<file path="src/logic/riscvCfg.svh">
`ifndef RISCV_CFG_SVH
`define RISCV_CFG_SVH

// Byte address width carried by the program counter
`define PC_WIDTH 14

// First fetch address after reset
`define RESET_PC {`PC_WIDTH{1'b0}}

// ADDI x0,x0,0 used as the pipeline bubble
`define NOP_INSTR 32'h0000_0013

`endif

</file>
<file path="src/logic/riscvPkg.sv">
`include "riscvCfg.svh"

package riscvPkg;

   typedef logic [31:0]          word_t;
   typedef logic [`PC_WIDTH-1:0] pc_t;
   typedef logic [4:0]           regAddr_t;
   typedef logic [6:0]           opcode_t;
   typedef logic [3:0]           aluOp_t;
   typedef logic [1:0]           wbSel_t;

   // Major opcodes of the supported classes
   localparam opcode_t OP_LUI    = 7'b0110111;
   localparam opcode_t OP_AUIPC  = 7'b0010111;
   localparam opcode_t OP_JAL    = 7'b1101111;
   localparam opcode_t OP_JALR   = 7'b1100111;
   localparam opcode_t OP_BRANCH = 7'b1100011;
   localparam opcode_t OP_LOAD   = 7'b0000011;
   localparam opcode_t OP_STORE  = 7'b0100011;
   localparam opcode_t OP_IMM    = 7'b0010011;
   localparam opcode_t OP_REG    = 7'b0110011;

   // ALU codes, low bits follow funct3 where one exists
   localparam aluOp_t ALU_ADD   = 4'b0000;
   localparam aluOp_t ALU_SLL   = 4'b0001;
   localparam aluOp_t ALU_SLT   = 4'b0010;
   localparam aluOp_t ALU_SLTU  = 4'b0011;
   localparam aluOp_t ALU_XOR   = 4'b0100;
   localparam aluOp_t ALU_SRL   = 4'b0101;
   localparam aluOp_t ALU_OR    = 4'b0110;
   localparam aluOp_t ALU_AND   = 4'b0111;
   localparam aluOp_t ALU_SUB   = 4'b1000;
   localparam aluOp_t ALU_SRA   = 4'b1101;
   localparam aluOp_t ALU_PASSB = 4'b1111;

   // Writeback sources
   localparam wbSel_t WB_ALU   = 2'd0;
   localparam wbSel_t WB_MEM   = 2'd1;
   localparam wbSel_t WB_LINK  = 2'd2;
   localparam wbSel_t WB_AUIPC = 2'd3;

   // A operand sources, forwarding overrides the register path
   localparam logic [1:0] A_SEL_REG  = 2'd0;
   localparam logic [1:0] A_SEL_ZERO = 2'd1;
   localparam logic [1:0] A_SEL_PC   = 2'd2;

endpackage

</file>
<file path="src/logic/alu.sv">
`timescale 1ns/100ps

module alu
   import riscvPkg::*;
(
   input  word_t       a,
   input  word_t       b,
   input  aluOp_t      op,
   input  logic [2:0]  branchFunct,
   output word_t       result,
   output logic        condTrue
);

   logic [4:0] shamt;
   logic       signedLess;
   logic       unsignedLess;

   assign shamt        = b[4:0];
   assign signedLess   = $signed(a) < $signed(b);
   assign unsignedLess = a < b;

   always_comb
   begin
      case (op)
         ALU_SUB:   result = a - b;
         ALU_SLL:   result = a << shamt;
         ALU_SLT:   result = {31'b0, signedLess};
         ALU_SLTU:  result = {31'b0, unsignedLess};
         ALU_XOR:   result = a ^ b;
         ALU_SRL:   result = a >> shamt;
         ALU_SRA:   result = word_t'($signed(a) >>> shamt);
         ALU_OR:    result = a | b;
         ALU_AND:   result = a & b;
         ALU_PASSB: result = b;
         default:   result = a + b;
      endcase
   end

   // Branch condition from the same operands, funct3 encoding
   always_comb
   begin
      case (branchFunct)
         3'b000:  condTrue = (a == b);
         3'b001:  condTrue = (a != b);
         3'b100:  condTrue = signedLess;
         3'b101:  condTrue = !signedLess;
         3'b110:  condTrue = unsignedLess;
         3'b111:  condTrue = !unsignedLess;
         default: condTrue = 1'b0;
      endcase
   end

endmodule

</file>
<file path="src/logic/decoder.sv">
`timescale 1ns/100ps

module decoder
   import riscvPkg::*;
(
   input  word_t      instr,
   output regAddr_t   rs1,
   output regAddr_t   rs2,
   output regAddr_t   rd,
   output word_t      imm,
   output aluOp_t     aluOp,
   output logic [1:0] aSel,
   output logic       bImm,
   output wbSel_t     wbSel,
   output logic       regWe,
   output logic       memWe,
   output logic       memRe,
   output logic       isBranch,
   output logic       isJal,
   output logic       isJalr,
   output logic       usesRs1,
   output logic       usesRs2
);

   opcode_t    opcode;
   logic [2:0] funct3;
   logic       funct7b5;
   logic       writesRd;
   aluOp_t     arithOp;

   assign opcode   = instr[6:0];
   assign funct3   = instr[14:12];
   assign funct7b5 = instr[30];
   assign rs1      = instr[19:15];
   assign rs2      = instr[24:20];
   assign rd       = instr[11:7];

   // Sign-extended immediate by format
   always_comb
   begin
      case (opcode)
         OP_STORE:
            imm = {{20{instr[31]}}, instr[31:25], instr[11:7]};
         OP_BRANCH:
            imm = {{19{instr[31]}}, instr[31], instr[7], instr[30:25], instr[11:8], 1'b0};
         OP_LUI, OP_AUIPC:
            imm = {instr[31:12], 12'b0};
         OP_JAL:
            imm = {{11{instr[31]}}, instr[31], instr[19:12], instr[20], instr[30:21], 1'b0};
         default:
            imm = {{20{instr[31]}}, instr[31:20]};
      endcase
   end

   // ALU op for register and immediate arithmetic
   // SUB only exists in register form, SRA in both
   always_comb
   begin
      case (funct3)
         3'b000:  arithOp = (opcode == OP_REG && funct7b5) ? ALU_SUB : ALU_ADD;
         3'b001:  arithOp = ALU_SLL;
         3'b010:  arithOp = ALU_SLT;
         3'b011:  arithOp = ALU_SLTU;
         3'b100:  arithOp = ALU_XOR;
         3'b101:  arithOp = funct7b5 ? ALU_SRA : ALU_SRL;
         3'b110:  arithOp = ALU_OR;
         default: arithOp = ALU_AND;
      endcase
   end

   always_comb
   begin
      aluOp    = ALU_ADD;
      aSel     = A_SEL_REG;
      bImm     = 1'b0;
      wbSel    = WB_ALU;
      writesRd = 1'b0;
      memWe    = 1'b0;
      memRe    = 1'b0;
      isBranch = 1'b0;
      isJal    = 1'b0;
      isJalr   = 1'b0;
      usesRs1  = 1'b0;
      usesRs2  = 1'b0;
      case (opcode)
         OP_LUI:
         begin
            aSel     = A_SEL_ZERO;
            bImm     = 1'b1;
            writesRd = 1'b1;
         end
         OP_AUIPC:
         begin
            // Immediate passes through, PC added in writeback
            aluOp    = ALU_PASSB;
            bImm     = 1'b1;
            wbSel    = WB_AUIPC;
            writesRd = 1'b1;
         end
         OP_JAL:
         begin
            // ALU forms the jump target from PC
            aSel     = A_SEL_PC;
            bImm     = 1'b1;
            wbSel    = WB_LINK;
            writesRd = 1'b1;
            isJal    = 1'b1;
         end
         OP_JALR:
         begin
            bImm     = 1'b1;
            wbSel    = WB_LINK;
            writesRd = 1'b1;
            isJalr   = 1'b1;
            usesRs1  = 1'b1;
         end
         OP_BRANCH:
         begin
            aluOp    = ALU_SUB;
            isBranch = 1'b1;
            usesRs1  = 1'b1;
            usesRs2  = 1'b1;
         end
         OP_LOAD:
         begin
            bImm     = 1'b1;
            wbSel    = WB_MEM;
            writesRd = 1'b1;
            memRe    = 1'b1;
            usesRs1  = 1'b1;
         end
         OP_STORE:
         begin
            bImm     = 1'b1;
            memWe    = 1'b1;
            usesRs1  = 1'b1;
            usesRs2  = 1'b1;
         end
         OP_IMM:
         begin
            aluOp    = arithOp;
            bImm     = 1'b1;
            writesRd = 1'b1;
            usesRs1  = 1'b1;
         end
         OP_REG:
         begin
            aluOp    = arithOp;
            writesRd = 1'b1;
            usesRs1  = 1'b1;
            usesRs2  = 1'b1;
         end
         default:
         begin
            aluOp    = ALU_ADD;
         end
      endcase
   end

   // Writes to x0 are dropped here so forwarding never matches x0
   assign regWe = writesRd && (rd != 5'd0);

endmodule

</file>
<file path="src/logic/fetchUnit.sv">
`timescale 1ns/100ps
`include "riscvCfg.svh"

module fetchUnit
   import riscvPkg::*;
(
   input  logic clk,
   input  logic rst,
   input  logic hold,
   input  logic redirect,
   input  pc_t  target,
   input  pc_t  pcX,
   output pc_t  pcF
);

   pc_t nextPc;

   // Redirect wins, then replay of the held execute address
   always_comb
   begin
      if (redirect)
         pcF = target;
      else if (hold)
         pcF = pcX;
      else
         pcF = nextPc;
   end

   // Target fetched again in the squashed slot, so it is not advanced here
   always_ff @(posedge clk)
   begin
      if (rst)
         nextPc <= `RESET_PC;
      else if (redirect)
         nextPc <= target;
      else if (!hold)
         nextPc <= pcF + pc_t'(4);
   end

   // Jump targets come from execute operands
   assert property (@(posedge clk) disable iff (rst) pcF[1:0] == 2'b00);

endmodule

</file>
<file path="src/logic/pipeControl.sv">
`timescale 1ns/100ps

module pipeControl
   import riscvPkg::*;
(
   input  logic     clk,
   input  logic     rst,
   input  logic     stall,
   input  logic     redirect,
   input  regAddr_t rs1,
   input  regAddr_t rs2,
   input  logic     usesRs1,
   input  logic     usesRs2,
   input  regAddr_t rdW,
   input  logic     regWeW,
   output logic     forwardA,
   output logic     forwardB,
   output logic     advance,
   output logic     hold,
   output logic     squash
);

   // Writeback result bypasses the register file
   assign forwardA = usesRs1 && regWeW && (rdW == rs1);
   assign forwardB = usesRs2 && regWeW && (rdW == rs2);

   // Stall freezes fetch and execute as a unit
   assign hold    = stall;
   assign advance = !stall;

   // Held high through reset so the first execute slot is a bubble
   always_ff @(posedge clk)
   begin
      if (rst)
         squash <= 1'b1;
      else
         squash <= redirect && !stall;
   end

   // A squashed slot is a NOP and can never redirect again
   assert property (@(posedge clk) disable iff (rst) squash |=> !squash);

endmodule

</file>
<file path="src/logic/regFile.sv">
`timescale 1ns/100ps

module regFile
   import riscvPkg::*;
(
   input  logic     clk,
   input  logic     we,
   input  regAddr_t ra1,
   input  regAddr_t ra2,
   input  regAddr_t wa,
   input  word_t    wd,
   output word_t    rd1,
   output word_t    rd2
);

   word_t regs [32];

   // Single write port, x0 contents never observed
   always_ff @(posedge clk)
   begin
      if (we)
      begin
         regs[wa] <= wd;
      end
   end

   // Combinational reads, x0 forced to zero
   assign rd1 = (ra1 == 5'd0) ? '0 : regs[ra1];
   assign rd2 = (ra2 == 5'd0) ? '0 : regs[ra2];

endmodule

</file>
<file path="src/logic/riscvCore.sv">
`timescale 1ns/100ps
`include "riscvCfg.svh"

module riscvCore
   import riscvPkg::*;
(
   input  logic  clk,
   input  logic  rst,
   input  logic  stall,
   output pc_t   imemAddr,
   input  word_t imemRdata,
   output pc_t   dmemAddr,
   output word_t dmemWdata,
   output logic  dmemWe,
   output logic  dmemRe,
   input  word_t dmemRdata
);

   word_t      instrX;
   regAddr_t   rs1X;
   regAddr_t   rs2X;
   regAddr_t   rdX;
   word_t      immX;
   aluOp_t     aluOpX;
   logic [1:0] aSelX;
   logic       bImmX;
   wbSel_t     wbSelX;
   logic       regWeX;
   logic       memWeX;
   logic       memReX;
   logic       isBranchX;
   logic       isJalX;
   logic       isJalrX;
   logic       usesRs1X;
   logic       usesRs2X;
   word_t      rd1X;
   word_t      rd2X;
   word_t      rs2Val;
   word_t      opA;
   word_t      opB;
   word_t      aluResult;
   word_t      linkX;
   logic       condTrue;
   logic       takenX;
   logic       fetchRedirect;
   logic       forwardA;
   logic       forwardB;
   logic       advance;
   logic       hold;
   logic       squash;
   pc_t        pcF;
   pc_t        pcX;
   pc_t        branchTarget;
   pc_t        jumpTarget;
   word_t      resultW;
   word_t      linkW;
   word_t      wbValue;
   pc_t        pcW;
   regAddr_t   rdW;
   logic       regWeW;
   wbSel_t     wbSelW;

   // Synchronous imem output is the execute instruction
   assign instrX = squash ? `NOP_INSTR : imemRdata;

   decoder u_decoder (.instr(instrX), .rs1(rs1X), .rs2(rs2X), .rd(rdX), .imm(immX),
      .aluOp(aluOpX), .aSel(aSelX), .bImm(bImmX), .wbSel(wbSelX), .regWe(regWeX),
      .memWe(memWeX), .memRe(memReX), .isBranch(isBranchX), .isJal(isJalX),
      .isJalr(isJalrX), .usesRs1(usesRs1X), .usesRs2(usesRs2X));

   regFile u_regFile (.clk(clk), .we(regWeW), .ra1(rs1X), .ra2(rs2X), .wa(rdW),
      .wd(wbValue), .rd1(rd1X), .rd2(rd2X));

   pipeControl u_pipeControl (.clk(clk), .rst(rst), .stall(stall), .redirect(takenX),
      .rs1(rs1X), .rs2(rs2X), .usesRs1(usesRs1X), .usesRs2(usesRs2X), .rdW(rdW),
      .regWeW(regWeW), .forwardA(forwardA), .forwardB(forwardB), .advance(advance),
      .hold(hold), .squash(squash));

   // Operand muxes
   always_comb
   begin
      if (forwardA)
         opA = wbValue;
      else if (aSelX == A_SEL_ZERO)
         opA = '0;
      else if (aSelX == A_SEL_PC)
         opA = word_t'(pcX);
      else
         opA = rd1X;
   end

   assign rs2Val = forwardB ? wbValue : rd2X;
   assign opB    = bImmX ? immX : rs2Val;

   alu u_alu (.a(opA), .b(opB), .op(aluOpX), .branchFunct(instrX[14:12]),
      .result(aluResult), .condTrue(condTrue));

   // Branches use their own adder, the ALU is busy comparing
   assign branchTarget  = pcX + immX[`PC_WIDTH-1:0];
   assign jumpTarget    = isBranchX ? branchTarget : {aluResult[`PC_WIDTH-1:1], 1'b0};
   assign takenX        = (isBranchX && condTrue) || isJalX || isJalrX;
   assign fetchRedirect = takenX && advance;

   fetchUnit u_fetchUnit (.clk(clk), .rst(rst), .hold(hold), .redirect(fetchRedirect),
      .target(jumpTarget), .pcX(pcX), .pcF(pcF));

   assign imemAddr = pcF;

   // Address of the word now in execute
   always_ff @(posedge clk)
   begin
      if (rst)
         pcX <= `RESET_PC;
      else if (advance)
         pcX <= pcF;
   end

   assign linkX = word_t'(pcX) + 32'd4;

   // No data request while execute is frozen
   assign dmemAddr  = aluResult[`PC_WIDTH-1:0];
   assign dmemWdata = rs2Val;
   assign dmemWe    = memWeX && advance;
   assign dmemRe    = memReX && advance;

   // Stalled execute sends a bubble to writeback
   always_ff @(posedge clk)
   begin
      if (rst)
         regWeW <= 1'b0;
      else
         regWeW <= regWeX && advance;
   end

   always_ff @(posedge clk)
   begin
      rdW     <= rdX;
      wbSelW  <= wbSelX;
      resultW <= aluResult;
      linkW   <= linkX;
      pcW     <= pcX;
   end

   always_comb
   begin
      case (wbSelW)
         WB_MEM:   wbValue = dmemRdata;
         WB_LINK:  wbValue = linkW;
         WB_AUIPC: wbValue = word_t'(pcW) + resultW;
         default:  wbValue = resultW;
      endcase
   end

   assert property (@(posedge clk) disable iff (rst) !(dmemWe && dmemRe));

endmodule

</file>
<file path="config.mk">
export PLATFORM = sky130hd
export DESIGN_NAME = riscvCore
export DESIGN_NICKNAME = d
export VERILOG_FILES = /design/src/logic/riscvPkg.sv /design/src/logic/alu.sv /design/src/logic/decoder.sv /design/src/logic/fetchUnit.sv /design/src/logic/pipeControl.sv /design/src/logic/regFile.sv /design/src/logic/riscvCore.sv
export VERILOG_INCLUDE_DIRS = /design/src /design/src/logic
export SDC_FILE = /design/constraint.sdc
export NUM_CORES = 2
export LEC_CHECK = 0
export BUFFER_PORTS_ARGS = -buffer_cell sky130_fd_sc_hd__buf_2
export CORE_MARGIN = 4
export CORE_UTILIZATION = 34
export CTS_CLUSTER_SIZE = 40
export DETAILED_ROUTE_END_ITERATION = 12
export HOLD_SLACK_MARGIN = 0.03
export PLACE_DENSITY_LB_ADDON = 0.25
export SKIP_LAST_GASP = 1
export SYNTH_ARGS = -nofsm -noshare
export SYNTH_HDL_FRONTEND = slang
export SYNTH_SLANG_ARGS = --single-unit
</file>
<file path="constraint.sdc">
create_clock -name clk -period 10.5 [get_ports clk]
set_input_delay 0.525 -clock clk [delete_from_list [all_inputs] [get_ports clk]]
set_output_delay 0.525 -clock clk [all_outputs]
set_load 0.01 [all_outputs]
</file>
==> results.md <==
- Status: completed
- Net Sw Frac: 33.02%
- Distinct cells, synth: between 100 and 150
- Tcrit/Tclk final: a little over nine tenths
- RSZ-0062 raised after global routing: no
- Setup Buffers After CTS: 0
- Fmax achieved: 0.1008 GHz
- Final WL: 354.4 mm
- Number of H-tree levels: 4
- Worst Setup SP: resultW[0]$_DFF_P_
- Row cnt: 163
- Initial DRC Count: 9580
- Clk_lat worst skew: between 0.8 and 0.9 ns
- EDFF count, synth: 1024
- Max-cap violations: 0
- Hold Buf Count CTS: 0
- CTS root buf: clkbuf_16
- Worst path slowest cell: o211ai_1
- Max stage delay on crit path: 1.05 ns
- RR Endpoint: u_fetchUnit.nextPc[13]$_SDFFE_PP0P_
- NetSw: ~4.4 mW
- Non-Filler Instances: 9250
- Post-Synthesis Cells: 6452
- Vias in the first global route: ~59k
- Grt total ovfl: 0
- Worst setup endpoint: imemAddr[12]
- Most common cell after layout, fill and taps aside: edfxtp_1
- Initial core utilization: 34.30%
- Placed cells: 8991
- Die Area: 0.2070 mm2
- DRC Markers: 0
- Clk pwr share: 35.9%
- CTS tree: yes
- Via count: 62.88k
- Worst slew margin: 5.793%
- Setup_tns: 0 ns
- Hold Violations, Final: 0
- Largest buffer count on any clock path: 3
- HP Class: in2reg
- Worst vdd ir: between 0.00015 and 0.0002 V
- CP arrival: 9.40 ns
- Post-Syn Area: 0.06792 mm2
- P_leak: 26.60 nW
- RePlAce Congestion: 1.033
- Final min period: 9.925 ns
- DR vias/cell: 6.798
- CTS buffer count: 132
- Internal power: 8.925 mW
- Die height: 455.0 um
- Most frequent cells in the layout: edfxtp_1, nand2_1, nor2_1
- Sequential share of the synthesized area: 48.10%
- Synthesized flop and latch total: 1120
- CTS clock-pin slew for the worst setup and hold paths: 0.06 ns
- Comb power frac: about a quarter
- Worst Setup End Kind: output port
- Worst-path fanout max: 11
- Initial antenna violation count: 32
- DPL Wire Length: 233.7 mm
- Power Density: 173.4 mW/mm2
- Antenna viol nets, final: 0
- Tot Pwr: 13.33 mW
- Share of layout cells above drive strength 1: 15.49%
- Critical path startpoint category: flip-flop
- Yosys warns: 0
- Pin count of the biggest net entering global routing: 99
- Filler Cell Count: roughly 19k
- Slew Viols, Final: 0
- Chip width: between 400 and 500 um
- Gr usage total: between 30% and 40%
- CORE AREA: 0.1980 mm2
- CTS Sinks: 1120
- Kind of critical path: reg2out
- Pre-CTS WS: ~1.3 ns
- Final Skew: between 0.04 and 0.05 ns
- Post-detailed-route wirelength per cell: 38.31 um
- Sequential power share: between 40 and 50%
- Top FF cell, synth: edfxtp_1
- First-pass GRT wire length: 480.1 mm
- Syn_nets: approximately 6.6k
- Critical hold path startpoint: imemRdata[9]
- Post-CTS resize count: 0
- First drt pass iteration count: 8
- Avg Cell Area, Syn: 10.53 um2
- Worst reg2reg setup slack: 0.93 ns
- Final setup fails: 0
- Crit path required time: 9.98 ns
- Setup ws final: about 0.57 ns
- Nets: 6682
- Worst-Margin Slew: 1.395 ns
- Async S/R FF share, synth: 0%
- Port Buffers: about 130
- Area added between synthesis and finish: 13.16%
- Ports: 129
- Crit Reg-Reg Startpoint: resultW[0]$_DFF_P_
- Hold slack: 0.09027 ns
- Worst Reg-to-Reg Cells: 27
## cell families after synthesis
family                     after synthesis  synth area share, %
AOI/OAI and AO/OA                     2046                21.01
and+or+nand+nor                       1824                12.91
DFF                                   1120                48.10
buffers and inverters                  703                4.843
muxes                                  566                9.877
adders and majority gates              130                2.439
xor gates and xnor gates                63               0.8234
## through the flow
stage                     instance area [um2]  util [%]
after floorplan                         67920         -
after global placement                  72400     36.56
after detailed placement                72400     36.56
after CTS                               76810     38.79
after global routing                    76820     38.79
final                                   76860     38.81
## metal layers
layer	vias up	global-route usage, %	part of all wire [%]	wire, um
li1	25180	-	-	-
met1	31310	40.13	36	126400
met2	5098	49.64	43	153000
met3	1269	10.19	13	44460
met4	16	23.29	8.6	30420
met5	-	0	0.030	105
## worst max-delay path, delay by kind of cell (launching register included)
family	cells	cell delay, ns
AO/OA/AOI/OAI	8	3.51
buffers and inverters	4	0.54
flip-flops	1	0.31
multiplexers	1	0.42
adder cells (fa/ha/maj)	3	1.12
AND/OR/NAND/NOR	9	2.68
## Yosys cell counts, types with 46 or more instances
cell type  number  area (um2)
mux2i_1       409        4094
ha_1          126        1577
edfxtp_1     1024       30750
nor2b_1       109       681.9
o21ai_0       345        1727
mux4_2         75        1689
a22oi_1        49       367.9
a211oi_1      196        1471
nand2_1       647        2429
o211ai_1       80       600.6
nand3_1       127       635.6
a21oi_1       356        1782
o22ai_1       139       869.6
buf_2          96       480.5
inv_1         147       551.8
a221oi_1      112       980.9
buf_1          72       270.3
dfxtp_1        96        1922
o221ai_1       63       551.8
mux2_2         81       912.1
buf_4          67       503.0
nor3_1        111       555.5
clkbuf_1      278        1044
nor2_1        452        1697
a31oi_1       154       963.4
a221o_1        46       460.4
## how the worst min path moves through the flow
| stage | cells after the start | slack [ns] | endpoint |
|---|---|---|---|
| after floorplan | 0 | 0.37 | pcW[0]$_DFF_P_ |
| after global placement | 2 | 0.45 | u_fetchUnit.nextPc[0]$_SDFFE_PP0P_ |
| after detailed placement | 0 | 0.44 | pcW[0]$_DFF_P_ |
| after CTS | 2 | 0.06 | rdW[2]$_DFF_P_ |
| after global routing | 2 | 0.07 | rdW[2]$_DFF_P_ |
| final | 2 | 0.09 | rdW[2]$_DFF_P_ |
## power by group through the flow
stage | sequential [mW] | combinational (mW) | clock (mW)
after floorplan | 5.43 | 1.70 | 0
after global placement | 5.47 | 3.00 | 0
after detailed placement | 5.47 | 3.00 | 0
after CTS | 5.37 | 3.01 | 4.81
after global routing | 5.38 | 3.24 | 5.01
final | 5.38 | 3.15 | 4.79
## sequential cells by signal (all words and copies together), names as in the netlist
| signal | count |
|---|---|
| linkW | 13 |
| pcW | 14 |
| pcX | 14 |
| rdW | 5 |
| regWeW | 1 |
| resultW | 32 |
| u_fetchUnit.nextPc | 14 |
| u_pipeControl.squash | 1 |
| u_regFile.regs | 1024 |
| wbSelW | 2 |
## area by class of cell
cell class                 instances  area [um2]  share of cell area, %
sequential                      1120       32680                  42.52
multi-input combinational       4629       32500                  42.29
clock buffer                     160        3513                  4.571
timing repair buffer             448        3333                  4.337
tap                             2640        3303                  4.298
clock inverter                    80       900.9                  1.172
inverter                         154       578.1                 0.7521
antenna                           19       47.55                0.06186
Note: power is estimated with default switching activity, not from simulation.
